==> config.mk <==
export PLATFORM = sky130hd
export DESIGN_NAME = sm83_irq_top
export DESIGN_NICKNAME = d
export VERILOG_FILES = /design/src/source/sm83_irq_pkg.sv /design/src/source/sm83_irq_regs.sv /design/src/source/sm83_irq_prio_bit.sv /design/src/source/sm83_irq_prio_chain.sv /design/src/source/sm83_irq_dispatch.sv /design/src/source/sm83_irq_top.sv
export SDC_FILE = /design/constraint.sdc
export NUM_CORES = 1
export LEC_CHECK = 0
export BUFFER_PORTS_ARGS = -buffer_cell sky130_fd_sc_hd__buf_2
export CORE_ASPECT_RATIO = 1.4
export CORE_MARGIN = 10
export CORE_UTILIZATION = 26
export CTS_BUF_LIST = sky130_fd_sc_hd__clkbuf_16
export CTS_CLUSTER_DIAMETER = 50
export DETAILED_ROUTE_END_ITERATION = 6
export GPL_TIMING_DRIVEN = 0
export PLACE_DENSITY = 0.46
export SYNTH_ARGS = -nofsm -noshare
export SYNTH_HDL_FRONTEND = slang
export SYNTH_SLANG_ARGS = --single-unit
==> constraint.sdc <==
create_clock -name clk -period 1.2 [get_ports clk]
set_clock_uncertainty 0.15 [all_clocks]
set_input_delay 0.12 -clock clk [delete_from_list [all_inputs] [get_ports clk]]
set_output_delay 0.12 -clock clk [all_outputs]
set_load 0.1 [all_outputs]
==> src/source/sm83_irq_pkg.sv <==
package sm83_irq_pkg;

	// Register port select, FF0F and FFFF on the real part
	typedef enum logic {
		REG_IF = 1'b0,	// Interrupt flag register
		REG_IE = 1'b1	// Interrupt enable register
	} irq_reg_e;

	// Dispatcher states
	typedef enum logic [1:0] {
		IDLE   = 2'd0,
		SAMPLE = 2'd1,	// Cells load the pending bits at the end of this cycle
		OFFER  = 2'd2	// Vector offered to the CPU core
	} disp_state_e;

	// Vector of source 0 (VBlank)
	localparam logic [15:0] VECTOR_BASE   = 16'h0040;
	// Byte distance between vectors of neighbouring sources
	localparam logic [15:0] VECTOR_STRIDE = 16'd8;

endpackage

==> src/source/sm83_irq_regs.sv <==
`timescale 1ns/100ps
`default_nettype none

module sm83_irq_regs #(
		parameter int NUM_IRQ = 5
	) (
		input  logic                     clk,
		input  logic                     rst_n,
		input  logic                     wr_en,
		input  sm83_irq_pkg::irq_reg_e   reg_sel,
		input  logic [7:0]               wdata,
		input  logic [NUM_IRQ-1:0]       irq_lines,
		input  logic                     ime_set,
		input  logic                     ime_clr,
		input  logic [NUM_IRQ-1:0]       ack,
		output logic [7:0]               rdata,
		output logic [NUM_IRQ-1:0]       pending,
		output logic                     ime
	);

	logic [NUM_IRQ-1:0] ie_q;
	logic [NUM_IRQ-1:0] if_q;
	logic [NUM_IRQ-1:0] if_d;
	logic               ie_wr;
	logic               if_wr;

	assign ie_wr = wr_en && (reg_sel == sm83_irq_pkg::REG_IE);
	assign if_wr = wr_en && (reg_sel == sm83_irq_pkg::REG_IF);

	// Next IF: write data or hold, then request lines, then acknowledge
	always_comb begin
		if (if_wr)
			if_d = wdata[NUM_IRQ-1:0];
		else
			if_d = if_q;
		if_d = if_d | irq_lines;	// A line pulse beats a clearing write
		if_d = if_d & ~ack;
	end

	always_ff @(posedge clk or negedge rst_n) begin
		if (!rst_n) begin
			ie_q <= '0;
			if_q <= '0;
		end else begin
			if (ie_wr)
				ie_q <= wdata[NUM_IRQ-1:0];
			if_q <= if_d;
		end
	end

	// Master enable, clear has priority over set
	always_ff @(posedge clk or negedge rst_n) begin
		if (!rst_n)
			ime <= 1'b0;
		else if (ime_clr || (|ack))
			ime <= 1'b0;
		else if (ime_set)
			ime <= 1'b1;
	end

	// Read mux, unused upper bits read as zero
	always_comb begin
		rdata = '0;
		case (reg_sel)
			sm83_irq_pkg::REG_IE: rdata[NUM_IRQ-1:0] = ie_q;
			default:              rdata[NUM_IRQ-1:0] = if_q;
		endcase
	end

	assign pending = ie_q & if_q;	// Enabled and flagged

endmodule

`default_nettype wire

==> src/source/sm83_irq_prio_bit.sv <==
`timescale 1ns/100ps
`default_nettype none

// One link of the priority chain
// chain_in high means a higher-priority cell already holds the grant
module sm83_irq_prio_bit (
		input  logic clk,
		input  logic rst_n,
		input  logic sample,
		input  logic req,
		input  logic chain_in,
		output logic grant,
		output logic chain_out
	);

	logic req_q;	// Request snapshot, frozen between samples

	always_ff @(posedge clk or negedge rst_n) begin
		if (!rst_n)
			req_q <= 1'b0;
		else if (sample)
			req_q <= req;
	end

	// Granted only if nobody upstream claimed
	assign grant     = req_q & ~chain_in;
	assign chain_out = req_q | chain_in;	// Block everything below

endmodule

`default_nettype wire

==> src/source/sm83_irq_prio_chain.sv <==
`timescale 1ns/100ps
`default_nettype none

module sm83_irq_prio_chain #(
		parameter int NUM_IRQ = 5
	) (
		input  logic               clk,
		input  logic               rst_n,
		input  logic               sample,
		input  logic [NUM_IRQ-1:0] pending,
		output logic [NUM_IRQ-1:0] grant,
		output logic               any_grant,
		output logic [15:0]        grant_vector
	);

	localparam int IDX_W = (NUM_IRQ > 1) ? $clog2(NUM_IRQ) : 1;

	logic [NUM_IRQ:0]   chain;	// chain[i] is the claim seen by cell i
	logic [IDX_W-1:0]   grant_idx;

	assign chain[0] = 1'b0;	// Nothing above source 0

	for (genvar i = 0; i < NUM_IRQ; i++) begin : g_cell
		sm83_irq_prio_bit sm83_irq_prio_bit_inst (
			.clk       (clk),
			.rst_n     (rst_n),
			.sample    (sample),
			.req       (pending[i]),
			.chain_in  (chain[i]),
			.grant     (grant[i]),
			.chain_out (chain[i+1])
		);
	end

	assign any_grant = chain[NUM_IRQ];

	// Encode the one-hot grant
	always_comb begin
		grant_idx = '0;
		for (int i = 0; i < NUM_IRQ; i++) begin
			if (grant[i])
				grant_idx = IDX_W'(i);
		end
	end

	assign grant_vector = sm83_irq_pkg::VECTOR_BASE
		+ sm83_irq_pkg::VECTOR_STRIDE * 16'(grant_idx);

endmodule

`default_nettype wire

==> src/source/sm83_irq_dispatch.sv <==
`timescale 1ns/100ps
`default_nettype none

module sm83_irq_dispatch #(
		parameter int NUM_IRQ = 5
	) (
		input  logic               clk,
		input  logic               rst_n,
		input  logic [NUM_IRQ-1:0] pending,
		input  logic               ime,
		input  logic [NUM_IRQ-1:0] grant,
		input  logic               any_grant,
		input  logic [15:0]        grant_vector,
		input  logic               irq_ready,
		output logic               sample,
		output logic               irq_valid,
		output logic [15:0]        irq_vector,
		output logic [NUM_IRQ-1:0] ack
	);

	sm83_irq_pkg::disp_state_e state_q;
	sm83_irq_pkg::disp_state_e state_d;

	logic xfer;	// Vector taken by the core this cycle
	logic start;

	// Hold off for the ack cycle, IF and IME are not cleared yet
	assign start = ime && (|pending) && !(|ack);

	assign xfer = irq_valid && irq_ready;

	always_comb begin
		state_d = state_q;
		case (state_q)
			sm83_irq_pkg::IDLE: begin
				if (start)
					state_d = sm83_irq_pkg::SAMPLE;
			end
			sm83_irq_pkg::SAMPLE: begin
				state_d = sm83_irq_pkg::OFFER;
			end
			sm83_irq_pkg::OFFER: begin
				// Empty snapshot gives up without an offer
				if (!any_grant || xfer)
					state_d = sm83_irq_pkg::IDLE;
			end
			default: begin
				state_d = sm83_irq_pkg::IDLE;
			end
		endcase
	end

	always_ff @(posedge clk or negedge rst_n) begin
		if (!rst_n)
			state_q <= sm83_irq_pkg::IDLE;
		else
			state_q <= state_d;
	end

	// The granted bit goes back for one cycle after the transfer
	always_ff @(posedge clk or negedge rst_n) begin
		if (!rst_n)
			ack <= '0;
		else if (xfer)
			ack <= grant;
		else
			ack <= '0;
	end

	assign sample = (state_q == sm83_irq_pkg::SAMPLE);

	// Snapshot is frozen, so the vector holds while the core stalls
	assign irq_valid  = (state_q == sm83_irq_pkg::OFFER) && any_grant;
	assign irq_vector = irq_valid ? grant_vector : 16'h0000;

endmodule

`default_nettype wire

==> src/source/sm83_irq_top.sv <==
`timescale 1ns/100ps
`default_nettype none

module sm83_irq_top #(
		parameter int NUM_IRQ = 5
	) (
		input  logic                   clk,
		input  logic                   rst_n,
		input  logic                   wr_en,
		input  sm83_irq_pkg::irq_reg_e reg_sel,
		input  logic [7:0]             wdata,
		output logic [7:0]             rdata,
		input  logic [NUM_IRQ-1:0]     irq_lines,
		input  logic                   ime_set,
		input  logic                   ime_clr,
		output logic                   irq_valid,
		input  logic                   irq_ready,
		output logic [15:0]            irq_vector
	);

	logic [NUM_IRQ-1:0] pending;
	logic               ime;
	logic               sample;
	logic [NUM_IRQ-1:0] grant;
	logic               any_grant;
	logic [15:0]        grant_vector;
	logic [NUM_IRQ-1:0] ack;

	// IE, IF and IME beside the chain
	sm83_irq_regs #(
		.NUM_IRQ (NUM_IRQ)
	) sm83_irq_regs_inst (
		.clk       (clk),
		.rst_n     (rst_n),
		.wr_en     (wr_en),
		.reg_sel   (reg_sel),
		.wdata     (wdata),
		.irq_lines (irq_lines),
		.ime_set   (ime_set),
		.ime_clr   (ime_clr),
		.ack       (ack),
		.rdata     (rdata),
		.pending   (pending),
		.ime       (ime)
	);

	sm83_irq_prio_chain #(
		.NUM_IRQ (NUM_IRQ)
	) sm83_irq_prio_chain_inst (
		.clk          (clk),
		.rst_n        (rst_n),
		.sample       (sample),
		.pending      (pending),
		.grant        (grant),
		.any_grant    (any_grant),
		.grant_vector (grant_vector)
	);

	sm83_irq_dispatch #(
		.NUM_IRQ (NUM_IRQ)
	) sm83_irq_dispatch_inst (
		.clk          (clk),
		.rst_n        (rst_n),
		.pending      (pending),
		.ime          (ime),
		.grant        (grant),
		.any_grant    (any_grant),
		.grant_vector (grant_vector),
		.irq_ready    (irq_ready),
		.sample       (sample),
		.irq_valid    (irq_valid),
		.irq_vector   (irq_vector),
		.ack          (ack)
	);

endmodule

`default_nettype wire

==> out/qor.txt, run 1 <==
Status: complete, but fails checks
Failing checks: setup timing
Pins Over Slew Limit: 0
RSZ-0062 raised after global routing: true
HP Class: in -> async
Maximum clock rate: 625 MHz
Tot GR Track Use: 8.31%
Pin count of the biggest net entering global routing: 24
CTS max path bufs: 2
R2r endpoint: sm83_irq_dispatch_inst.ack[3]$_DFF_PN0_
Die W: 76.8 um
Worst Reg-to-Reg Cells: 4
Routability cong.: 0.784
Final Setup Violations: 14
PD cells: 2060 nW/um^2
GRT overflow: 0
Max IR drop VDD: 0.00179 V
Post-Syn Instances: 117
Crit. End Element: output port
Clock Sinks: 23
Post-Syn Area: 1180 um^2
#FFs+latches synth: 23
Max-Cap Viols: 0
Period utilization: 133%
Routed vias: 1001
Vias per Instance: 3.99
Seq/Total Area, Yosys: 48.9%
Initial antenna violation count: 0
Initial Util: 27.3%
CTS H-Tree Depth: 1
Setup TNS: -2.75 ns
Synth Warn #: 0
Req. time, crit path: 0.93 ns
Vias in the first global route: 1098
I/O Buffers: 25
Worst Setup Path Type: reg -> out
Count of cell types in the netlist: 23
Drt total wl: 3090 um
Leakage power: 1.02 nW
Die footprint: 7650 um^2
Core Area: 4310 um^2
Final Hold Vio Count: 0
HPWL reported at the end of detailed placement: 2320 um
# diodes: 0
CTS tree: built
Worst Path Max Fanout: 4
CTS Buf Count: 3
Final min period: 1.60 ns
Root Driver: clkbuf_16
1st-iter DRT viols: 18
DRT Pass-1 Iters: 4
WHS: 0.222 ns
Clk slew on worst S/H paths: 0.06 ns
Post-route ant nets: 0
First-pass GRT wire length: 5250 um
Clk_lat worst skew: 0.25 ns
DRC: 0
Dpl ws: -0.413 ns
Syn_area_per_cell: 10.1 um^2
Final Worst Setup Slack: -0.399 ns
Die Ht: 99.6 um
Nets: 212
I/O pins: 45
Average routed wire per standard cell: 12.3 um
Startpoint Class: flip-flop
Worst Max-Slew Pin Slew: 0.513 ns
Reg2Reg Setup Slack: -0.07 ns
Layout cells sized above 1: 50.8%
Crit path DAT: 1.33 ns
Max transition margin: 65.8%
Rows: 28
Total power: 4.29 mW
Area Growth Syn to Fin: 77.4%
worst max-delay path, cell delays in order (launching register included):
cell and delay [ns]:
dfrtp_1 0.42, nand2b_4 0.19, a21oi_4 0.18, buf_12 0.13
buf_12 0.16
registers in the layout (all words and copies together), names as in the netlist:
register / count
sm83_irq_dispatch_inst.state_q: 2
sm83_irq_prio_chain_inst.g_cell.sm83_irq_prio_bit_inst.req_q: 5
sm83_irq_regs_inst.ie_q: 5
sm83_irq_regs_inst.if_q: 5
sm83_irq_regs_inst.ime: 1
sm83_irq_dispatch_inst.ack: 5
cell families (layout without fill, tap and decap cells):
kind of cell           Yosys count  after routing  synth area share (%)
and+or+nand+nor                 38             38                  15.6
buffers and inverters           26             86                  14.8
DFF                             23             23                  48.9
muxes                           15             15                  13.8
AOI/OAI and AO/OA               14             14                  6.49
other                            1             15                 0.319
layout by cell type, fill, tap and decap left out, drive strengths merged:
cell type,instances
inv,8
nand2,15
a31oi,1
and3,2
conb,15
buf,61
dlygate4sd3,14
mux2i,5
o21ai,5
nand4,1
a21bo,1
a21oi,7
nor4b,1
mux2,10
nand3,1
clkbuf,3
nor2b,2
nor2,8
nor3b,1
nand2b,2
dfrtp,23
nor3,5
cells in the mapped netlist:
| master | count | share of area (%) |
|---|---|---|
| nor2b_4 | 1 | 1.2 |
| buf_4 | 16 | 10 |
| dfrtp_1 | 23 | 49 |
| nor2_1 | 8 | 2.6 |
| nor4b_1 | 1 | 0.74 |
| mux2_2 | 10 | 9.6 |
| inv_1 | 7 | 2.2 |
| nand3_1 | 1 | 0.43 |
| nand2b_1 | 2 | 1.1 |
| mux2i_1 | 5 | 4.3 |
| a21oi_1 | 7 | 3.0 |
| nor2b_1 | 1 | 0.53 |
| a31oi_1 | 1 | 0.53 |
| a21bo_2 | 1 | 0.85 |
| buf_2 | 1 | 0.43 |
| and3_1 | 2 | 1.1 |
| nand4_1 | 1 | 0.53 |
| nand2_1 | 15 | 4.8 |
| nor3b_1 | 1 | 0.64 |
| buf_6 | 2 | 1.9 |
| conb_1 | 1 | 0.32 |
| nor3_1 | 5 | 2.1 |
| o21ai_0 | 5 | 2.1 |
how the worst max path moves through the flow:
stage | from | endpoint | slack [ns] | depth (start not counted)
final | sm83_irq_dispatch_inst.state_q[0]$_DFFE_PN0P_ | irq_vector[6] | -0.40 | 4
after global routing | sm83_irq_dispatch_inst.state_q[1]$_DFFE_PN0P_ | irq_vector[4] | -0.45 | 4
after CTS | sm83_irq_dispatch_inst.state_q[1]$_DFFE_PN0P_ | irq_vector[5] | -0.42 | 4
after detailed placement | sm83_irq_dispatch_inst.state_q[1]$_DFFE_PN0P_ | irq_vector[5] | -0.41 | 4
after global placement | flip-flop | irq_vector[5] | -0.43 | 4
after floorplan | sm83_irq_dispatch_inst.state_q[0]$_DFFE_PN0P_ | irq_vector[6] | -0.48 | 3
metal layers:
metal  track usage, %  up-vias  wire length, um
li1                 -      502                -
met1             9.12      469             1220
met2             14.5       25             1650
met3             2.61        5              176
met4             3.30        0               43
met5                0        -                0
area by class of cell:
cell class | instances | area (um^2)
Fill cell | 425 | 2220
Multi-Input combinational cell | 82 | 622
Sequential cell | 23 | 581
Timing Repair Buffer | 56 | 538
Buffer | 19 | 166
Clock buffer | 3 | 75.1
Tap cell | 60 | 75.1
Inverter | 7 | 26.3
Clock inverter | 1 | 3.75
timing repair:
| item | CTS | global route |
|---|---|---|
| hold buffers | 13 | 1 |
| setup endpoints to repair | 14 | 21 |
| endpoints found under the hold margin | 34 | 1 |
| cloned | 0 | 0 |
| gates resized for setup | 52 | 15 |
| setup buffers | 11 | 6 |
| pin swaps | 3 | 7 |
where the power goes:
part	leakage (nW)	switching [mW]	internal (mW)	total [mW]
clock	0.0423	0.264	0.444	0.708
sequential	0.273	0.224	0.957	1.18
combinational	0.702	1.42	0.977	2.40
stage by stage:
stage,util [%],instance area (um^2),std cells
3_3_place_gp,34.7,1490,216
2_1_floorplan,-,1290,131
5_1_grt,48.4,2090,251
4_1_cts,45.8,1980,244
3_5_place_dp,34.7,1490,216
6_report,48.4,2090,251
Note: power is estimated with default switching activity, not from simulation.
==> run 2, diff against run 1 <==
Settings changed: ABC_AREA from default to 1, PLACE_DENSITY 0.46 to 0.45, SLEW_MARGIN from default to 20.
==> run 2 against run 1 <==
The flow still finishes with violations (setup timing). Synthesized cell count increased by 42%. Sequential power decreased by 8%. Non-clock buffer count is 3 lower. Synthesized area up 9.6%. Largest cell class unchanged. Highest routed layer unchanged.
==> out/qor.txt, run 2 <==
Status: complete, but fails checks
Failing checks: setup timing
HP Class: in -> reg
Placed Area: 1610 um^2 (+8.0%)
Post-Syn Instances: 166 (+42%)
Die Ht: 103 um (+3.7%)
Die footprint: 8210 um^2 (+7.3%)
Synth top area cells: dfrtp_1 (45%), nand2_1 (16%), buf_4 (9.9%)
Crit path DAT: 1.40 ns (+0.07 ns)
Pin count of the biggest net entering global routing: 24 (unchanged)
Core Area: 4840 um^2 (+12%)
Routability cong.: 0.739 (-5.8%)
# diodes: 0 (unchanged)
Syn_area_per_cell: 7.76 um^2 (-23%)
Startpoint of the lowest-slack hold path: irq_ready
Most frequent cells in the layout: nand2_1 (45), buf_4 (34), dfrtp_1 (23)
Die W: 79.5 um (+3.5%)
Finished Cell Area: 2090 um^2 (+0.30%)
Max IR drop VDD: 0.000683 V (-62%)
Hold depth: 3
Final Worst Setup Slack: -0.472 ns (-0.0721 ns)
Number of enable flip-flop cells after synthesis: 0 (unchanged)
CTS H-Tree Depth: 1 (unchanged)
Multi-input logic area: 629 um^2 (+1.2%)
I/O Buffers: 26 (+4.0%)
Routed vias: 1183 (+18%)
Drt total wl: 3420 um (+11%)
Fill cells: 513 (+21%)
Final Hold Vio Count: 0 (unchanged)
Asr flop ratio synth: 100% (unchanged)
First-pass GRT wire length: 5640 um (+7.4%)
Initial Util: 26.6% (-0.68 points)
Worst Path Max Fanout: 3 (-1)
Startpoint Class: flip-flop
Area Growth Syn to Fin: 62.4%
Vias in the first global route: 1283 (+17%)
Clk_lat worst skew: 0.25 ns (about the same)
Commonest cells in the synthesized netlist: nand2_1 (55), dfrtp_1 (23), inv_1 (19), buf_4 (17), nor2_1 (14)
Tot GR Track Use: 8.65% (+0.33 points)
Clk slew on worst S/H paths: 0.06 ns (about the same)
Worst Max-Slew Pin Slew: 0.528 ns (+0.0152 ns)
Max-Cap Viols: 0 (unchanged)
Crit. End Element: output port
Max transition margin: 64.8% (-1.0 points)
CTS Buf Count: 3 (unchanged)
Count of cell types in the netlist: 21 (-8.7%)
DRC: 0 (unchanged)
I/O pins: 45 (unchanged)
Count leader, synth: nand2_1
RSZ-0062 raised after global routing: true
Period utilization: 139% (+6.0 points)
Maximum clock rate: 598 MHz (-4.3%)
Dpl ws: -0.379 ns (+0.0336 ns)
Final min period: 1.67 ns (+0.0721 ns)
Average routed wire per standard cell: 11.4 um (-7.2%)
R2r endpoint: sm83_irq_dispatch_inst.state_q[1]$_DFFE_PN0P_
Storage cell area: 576 um^2 (-0.86%)
1st-iter DRT viols: 39 (+21)
PD cells: 2070 nW/um^2 (+0.50%)
Post-Syn Area: 1290 um^2 (+9.6%)
Nets: 257 (+21%)
DRT Pass-1 Iters: 4 (unchanged)
Post-synth top area share: 44.7% (-4.3 points)
Final core occ: 43.2% (-5.2 points)
Post-route ant nets: 0 (unchanged)
Leading area contributor after synthesis: dfrtp_1
Layout cells sized above 1: 43.6% (-7.1 points)
Reg2Reg Setup Slack: -0.01 ns (+0.06 ns)
WHS: 0.00865 ns (-0.213 ns)
Final Setup Violations: 14 (unchanged)
Hold Crit Endpoint: sm83_irq_dispatch_inst.ack[2]$_DFF_PN0_
Synth Warn #: 0 (unchanged)
Worst Reg-to-Reg Cells: 5 (+1)
Vias per Instance: 3.94 (-1.1%)
GRT overflow: 0 (unchanged)
CTS max path bufs: 2 (unchanged)
CTS tree: built
Seq/Total Area, Yosys: 44.7% (-4.3 points)
#FFs+latches synth: 23 (unchanged)
Pins Over Slew Limit: 0 (unchanged)
Req. time, crit path: 0.93 ns (about the same)
Worst Setup Path Type: reg -> out
Total power: 4.32 mW (+0.80%)
Clock Sinks: 23 (unchanged)
HPWL reported at the end of detailed placement: 2510 um (+8.2%)
Leakage power: 1.10 nW (+8.4%)
Initial antenna violation count: 0 (unchanged)
Synth Flop Type: dfrtp_1
Most common cell after layout, fill and taps aside: nand2_1
Rows: 30 (+7.1%)
Root Driver: clkbuf_16
## run 2: worst max-delay path by stage
stage,start,end,slack (ns),depth (start not counted)
2_1_floorplan,flip-flop,irq_vector[6],-0.61,5
3_3_place_gp,flip-flop,irq_vector[6],-0.37,6
3_5_place_dp,flip-flop,irq_vector[6],-0.38,6
4_1_cts,flip-flop,irq_vector[6],-0.48,6
5_1_grt,flip-flop,irq_vector[6],-0.56,6
6_report,flip-flop,irq_vector[6],-0.47,6
## run 2: cell type report
cell class                      instances  share of cell area [%]
Clock buffer                            3                    3.59
Sequential cell                        23                    27.5
Clock inverter                          1                   0.239
Timing Repair Buffer                   52                    23.0
Multi-Input combinational cell        117                    30.1
Buffer                                 20                    8.01
Inverter                               20                    3.77
Tap cell                               64                    3.83
## run 2: kinds of logic after synthesis
group                  after synthesis  synth area share [%]
other                                1                 0.291
AND/OR/NAND/NOR                     89                  29.3
flip-flops                          23                  44.7
buffers and inverters               40                  17.9
AO/OA/AOI/OAI                       13                  7.86
## run 2: worst max-delay path, cell delays in order, from the launching register on
cell and delay (ns):
dfrtp_1 0.42, nor2_2 0.15, nand3_2 0.10, nand2_2 0.10
clkinvlp_4 0.11, buf_12 0.13, buf_12 0.15
## run 2: timing repair
item / in CTS / in global routing
gates resized for setup: 41 / 10
gates cloned: 0 / 1
hold buffers: 7 / 0
buffers inserted: 17 / 1
setup endpoints to repair: 10 / 22
pin swaps: 14 / 5
endpoints found under the hold margin: 29 / 0
## run 2: power breakdown
part           internal, mW  total [mW]  switching [mW]
Combinational         0.959        2.51            1.55
Clock                 0.448       0.722           0.274
Sequential            0.944        1.09           0.145
Total                  2.35        4.32            1.97
## run 2: per-layer routing
layer  vias up  routed length (um)  track usage, %
li1        617                   -               -
met1       532                1450            9.31
met2        32                1720            15.3
met3         2                 210            2.51
met4         0                  37            3.73
met5         -                   0               0
## run 2: metrics by stage
| stage | TNS [ns] | cells |
|---|---|---|
| 6_report | -2.26 | 300 |
| 2_1_floorplan | -2.20 | 180 |
| 5_1_grt | -3.18 | 300 |
| 3_3_place_gp | -2.03 | 270 |
| 3_5_place_dp | -2.01 | 270 |
| 4_1_cts | -2.28 | 298 |
==> run 3, diff against run 2 <==
--- a/constraint.sdc
+++ b/constraint.sdc
@@ -4,2 +4,2 @@
 set_output_delay 0.12 -clock clk [all_outputs]
-set_load 0.1 [all_outputs]
+set_load 0.01 [all_outputs]
==> run 3 against run 2 <==
Largest cell class is now multi-input combinational cells. Global-route usage shrank 0.29 points. The flow still finishes with violations (setup timing). Via count down 3.4%. Register-to-register slack got worse by 0.11 ns. Sequential share of layout area up 3.1 points. Combinational power is 42% lower. Worst setup slack gained 0.14 ns. Final cell count is 1.7% lower.
==> out/qor.txt, run 3 (synthesis gave the netlist of run 2 again) <==
Vias per Instance: 3.87 (-1.7%)
Switching Power: 1.17 mW (-40%)
Root Driver: clkbuf_16
Tot GR Track Use: 8.35% (-0.29 points)
HPWL reported at the end of detailed placement: 2470 um (-1.5%)
Crit. End Element: output port
Clk_lat worst skew: 0.25 ns (about the same)
Final Hold Vio Count: 0 (unchanged)
Dpl ws: -0.165 ns (+0.214 ns)
1st-iter DRT viols: 47 (+21%)
Initial Util: 26.6% (unchanged)
Die footprint: 8210 um^2 (unchanged)
I/O pins: 45 (unchanged)
Sw frac: 35.8% (-9.9 points)
DRT Pass-1 Iters: 4 (unchanged)
Worst Setup Path Type: reg -> out
Fill cells: 534 (+4.1%)
Placed Area: 1560 um^2 (-3.6%)
Startpoint Class: flip-flop
Max transition margin: 64.2% (-0.62 points)
Die Ht: 103 um (unchanged)
Most frequent cells in the layout: nand2_1 (52), buf_4 (27), buf_2 (26)
# diodes: 0 (unchanged)
Die W: 79.5 um (unchanged)
I/O Buffers: 26 (unchanged)
Maximum clock rate: 652 MHz (+9.0%)
RSZ-0062 raised after global routing: true
Final Worst Setup Slack: -0.334 ns (+0.138 ns)
Routed vias: 1143 (-3.4%)
Final Setup Violations: 11 (-3)
Rows: 30 (unchanged)
Area Growth Syn to Fin: 46.2%
Routability cong.: 0.722 (-2.3%)
Finished Cell Area: 1880 um^2 (-10%)
GRT overflow: 0 (unchanged)
Post-route ant nets: 0 (unchanged)
Most common cell after layout, fill and taps aside: nand2_1
CTS Buf Count: 3 (unchanged)
DRC: 0 (unchanged)
Clock group share of total power: 21.9% (+5.2 points)
Worst Path Max Fanout: 4 (+1)
First-pass GRT wire length: 5480 um (-2.8%)
Layout cells sized above 1: 39.4% (-4.3 points)
Int Pwr: 2.11 mW (-10%)
Pin count of the biggest net entering global routing: 24 (unchanged)
Average routed wire per standard cell: 11.1 um (-2.9%)
CTS max path bufs: 2 (unchanged)
Clock Sinks: 23 (unchanged)
Combinational Power Share: 44.1% (-14 points)
PD cells: 1740 nW/um^2 (-16%)
CTS H-Tree Depth: 1 (unchanged)
Req. time, crit path: 0.93 ns (about the same)
HP Class: in -> reg
Initial antenna violation count: 0 (unchanged)
Drt total wl: 3270 um (-4.5%)
Crit path DAT: 1.26 ns (-0.14 ns)
Core Area: 4840 um^2 (unchanged)
Flop pwr share: 33.9% (+8.7 points)
Final core occ: 38.9% (-4.3 points)
Nets: 252 (-1.9%)
Vias in the first global route: 1225 (-4.5%)
Max IR drop VDD: 0.000468 V (-31%)
Failing checks: setup timing
Clk slew on worst S/H paths: 0.06 ns (about the same)
Status: complete, but fails checks
Leakage power: 1.04 nW (-6.1%)
Max-Cap Viols: 0 (unchanged)
Pins Over Slew Limit: 0 (unchanged)
Worst Max-Slew Pin Slew: 0.538 ns (+0.00932 ns)
Period utilization: 128% (-11 points)
Final min period: 1.53 ns (-0.138 ns)
CTS tree: built
run 3: changes by cell type in the layout (fill, tap and decap cells not counted), sizes merged:
cell / delta
buf: -6
clkinvlp: -1
dlygate4sd3: +1
inv: +1
run 3: worst paths after layout:
| check | startpoint | end | slack (ns) | cells after the start |
|---|---|---|---|---|
| worst max-delay path | flip-flop | irq_vector[6] | -0.33 | 6 |
| worst min-delay path | irq_lines[1] | sm83_irq_regs_inst.if_q[1]$_DFF_PN0_ | 0.02 | 5 |
| worst max register to register | flip-flop | sm83_irq_dispatch_inst.ack[3]$_DFF_PN0_ | -0.12 | 6 |
| worst min register to register | sm83_irq_dispatch_inst.ack[3]$_DFF_PN0_ | sm83_irq_regs_inst.if_q[3]$_DFF_PN0_ | 0.29 | 1 |
| max in group asynchronous | rst_n | async pin | 0.28 | 2 |
| min in group asynchronous | rst_n | sm83_irq_regs_inst.if_q[4]$_DFF_PN0_ | 0.23 | 2 |
run 3: cell type report:
type                       count  area [um^2]  share of cell area [%]
tap                           64         80.1                    4.25
clock buffer                   3         75.1                    3.98
inverter                      20         75.1                    3.98
sequential                    23          577                    30.6
clock inverter                 1         5.00                   0.266
multi-input combinational    117          592                    31.4
buffer                        20          159                    8.43
timing repair buffer          47          322                    17.1
run 3: critical path, cell delays in order (launching register included):
cell and delay, ns:
dfrtp_1 0.41, nor2_4 0.16, nand3_2 0.10, nand2_2 0.09
inv_2 0.04, buf_6 0.10, buf_6 0.11
run 3: per-stage QoR:
stage / hold WS (ns) / std cells / setup TNS [ns] / total power, mW
after floorplan: -0.326 / 180 / 0 / 1.80
after global placement: -0.0111 / 270 / -0.364 / 2.06
after detailed placement: -0.0139 / 270 / -0.395 / 2.07
after CTS: 0.0189 / 286 / -1.59 / 3.00
after global routing: 0.0419 / 295 / -3.06 / 3.55
final: 0.0199 / 295 / -2.08 / 3.28
run 3: power groups by stage:
stage                     sequential, mW  clock [mW]  combinational, mW
after detailed placement            1.11           0              0.963
final                               1.11       0.721               1.45
after CTS                           1.10       0.743               1.15
after global routing                1.14       0.766               1.64
after floorplan                     1.07           0              0.734
after global placement              1.10           0              0.958
run 3: metal layers:
| layer | GRT usage [%] | wire length, um | up-vias |
|---|---|---|---|
| met5 | 0 | 0 | - |
| met4 | 3.73 | 41 | 0 |
| met3 | 2.42 | 237 | 2 |
| met2 | 14.2 | 1650 | 32 |
| met1 | 9.39 | 1350 | 498 |
| li1 | - | - | 611 |
run 3: timing repair:
item,in CTS,in global routing
cloned,0,1
hold endpoints to repair,30,0
buffers inserted,4,8
endpoints found under the setup margin,7,18
hold buffers,8,0
gates resized for setup,6,17
pin swaps,4,7
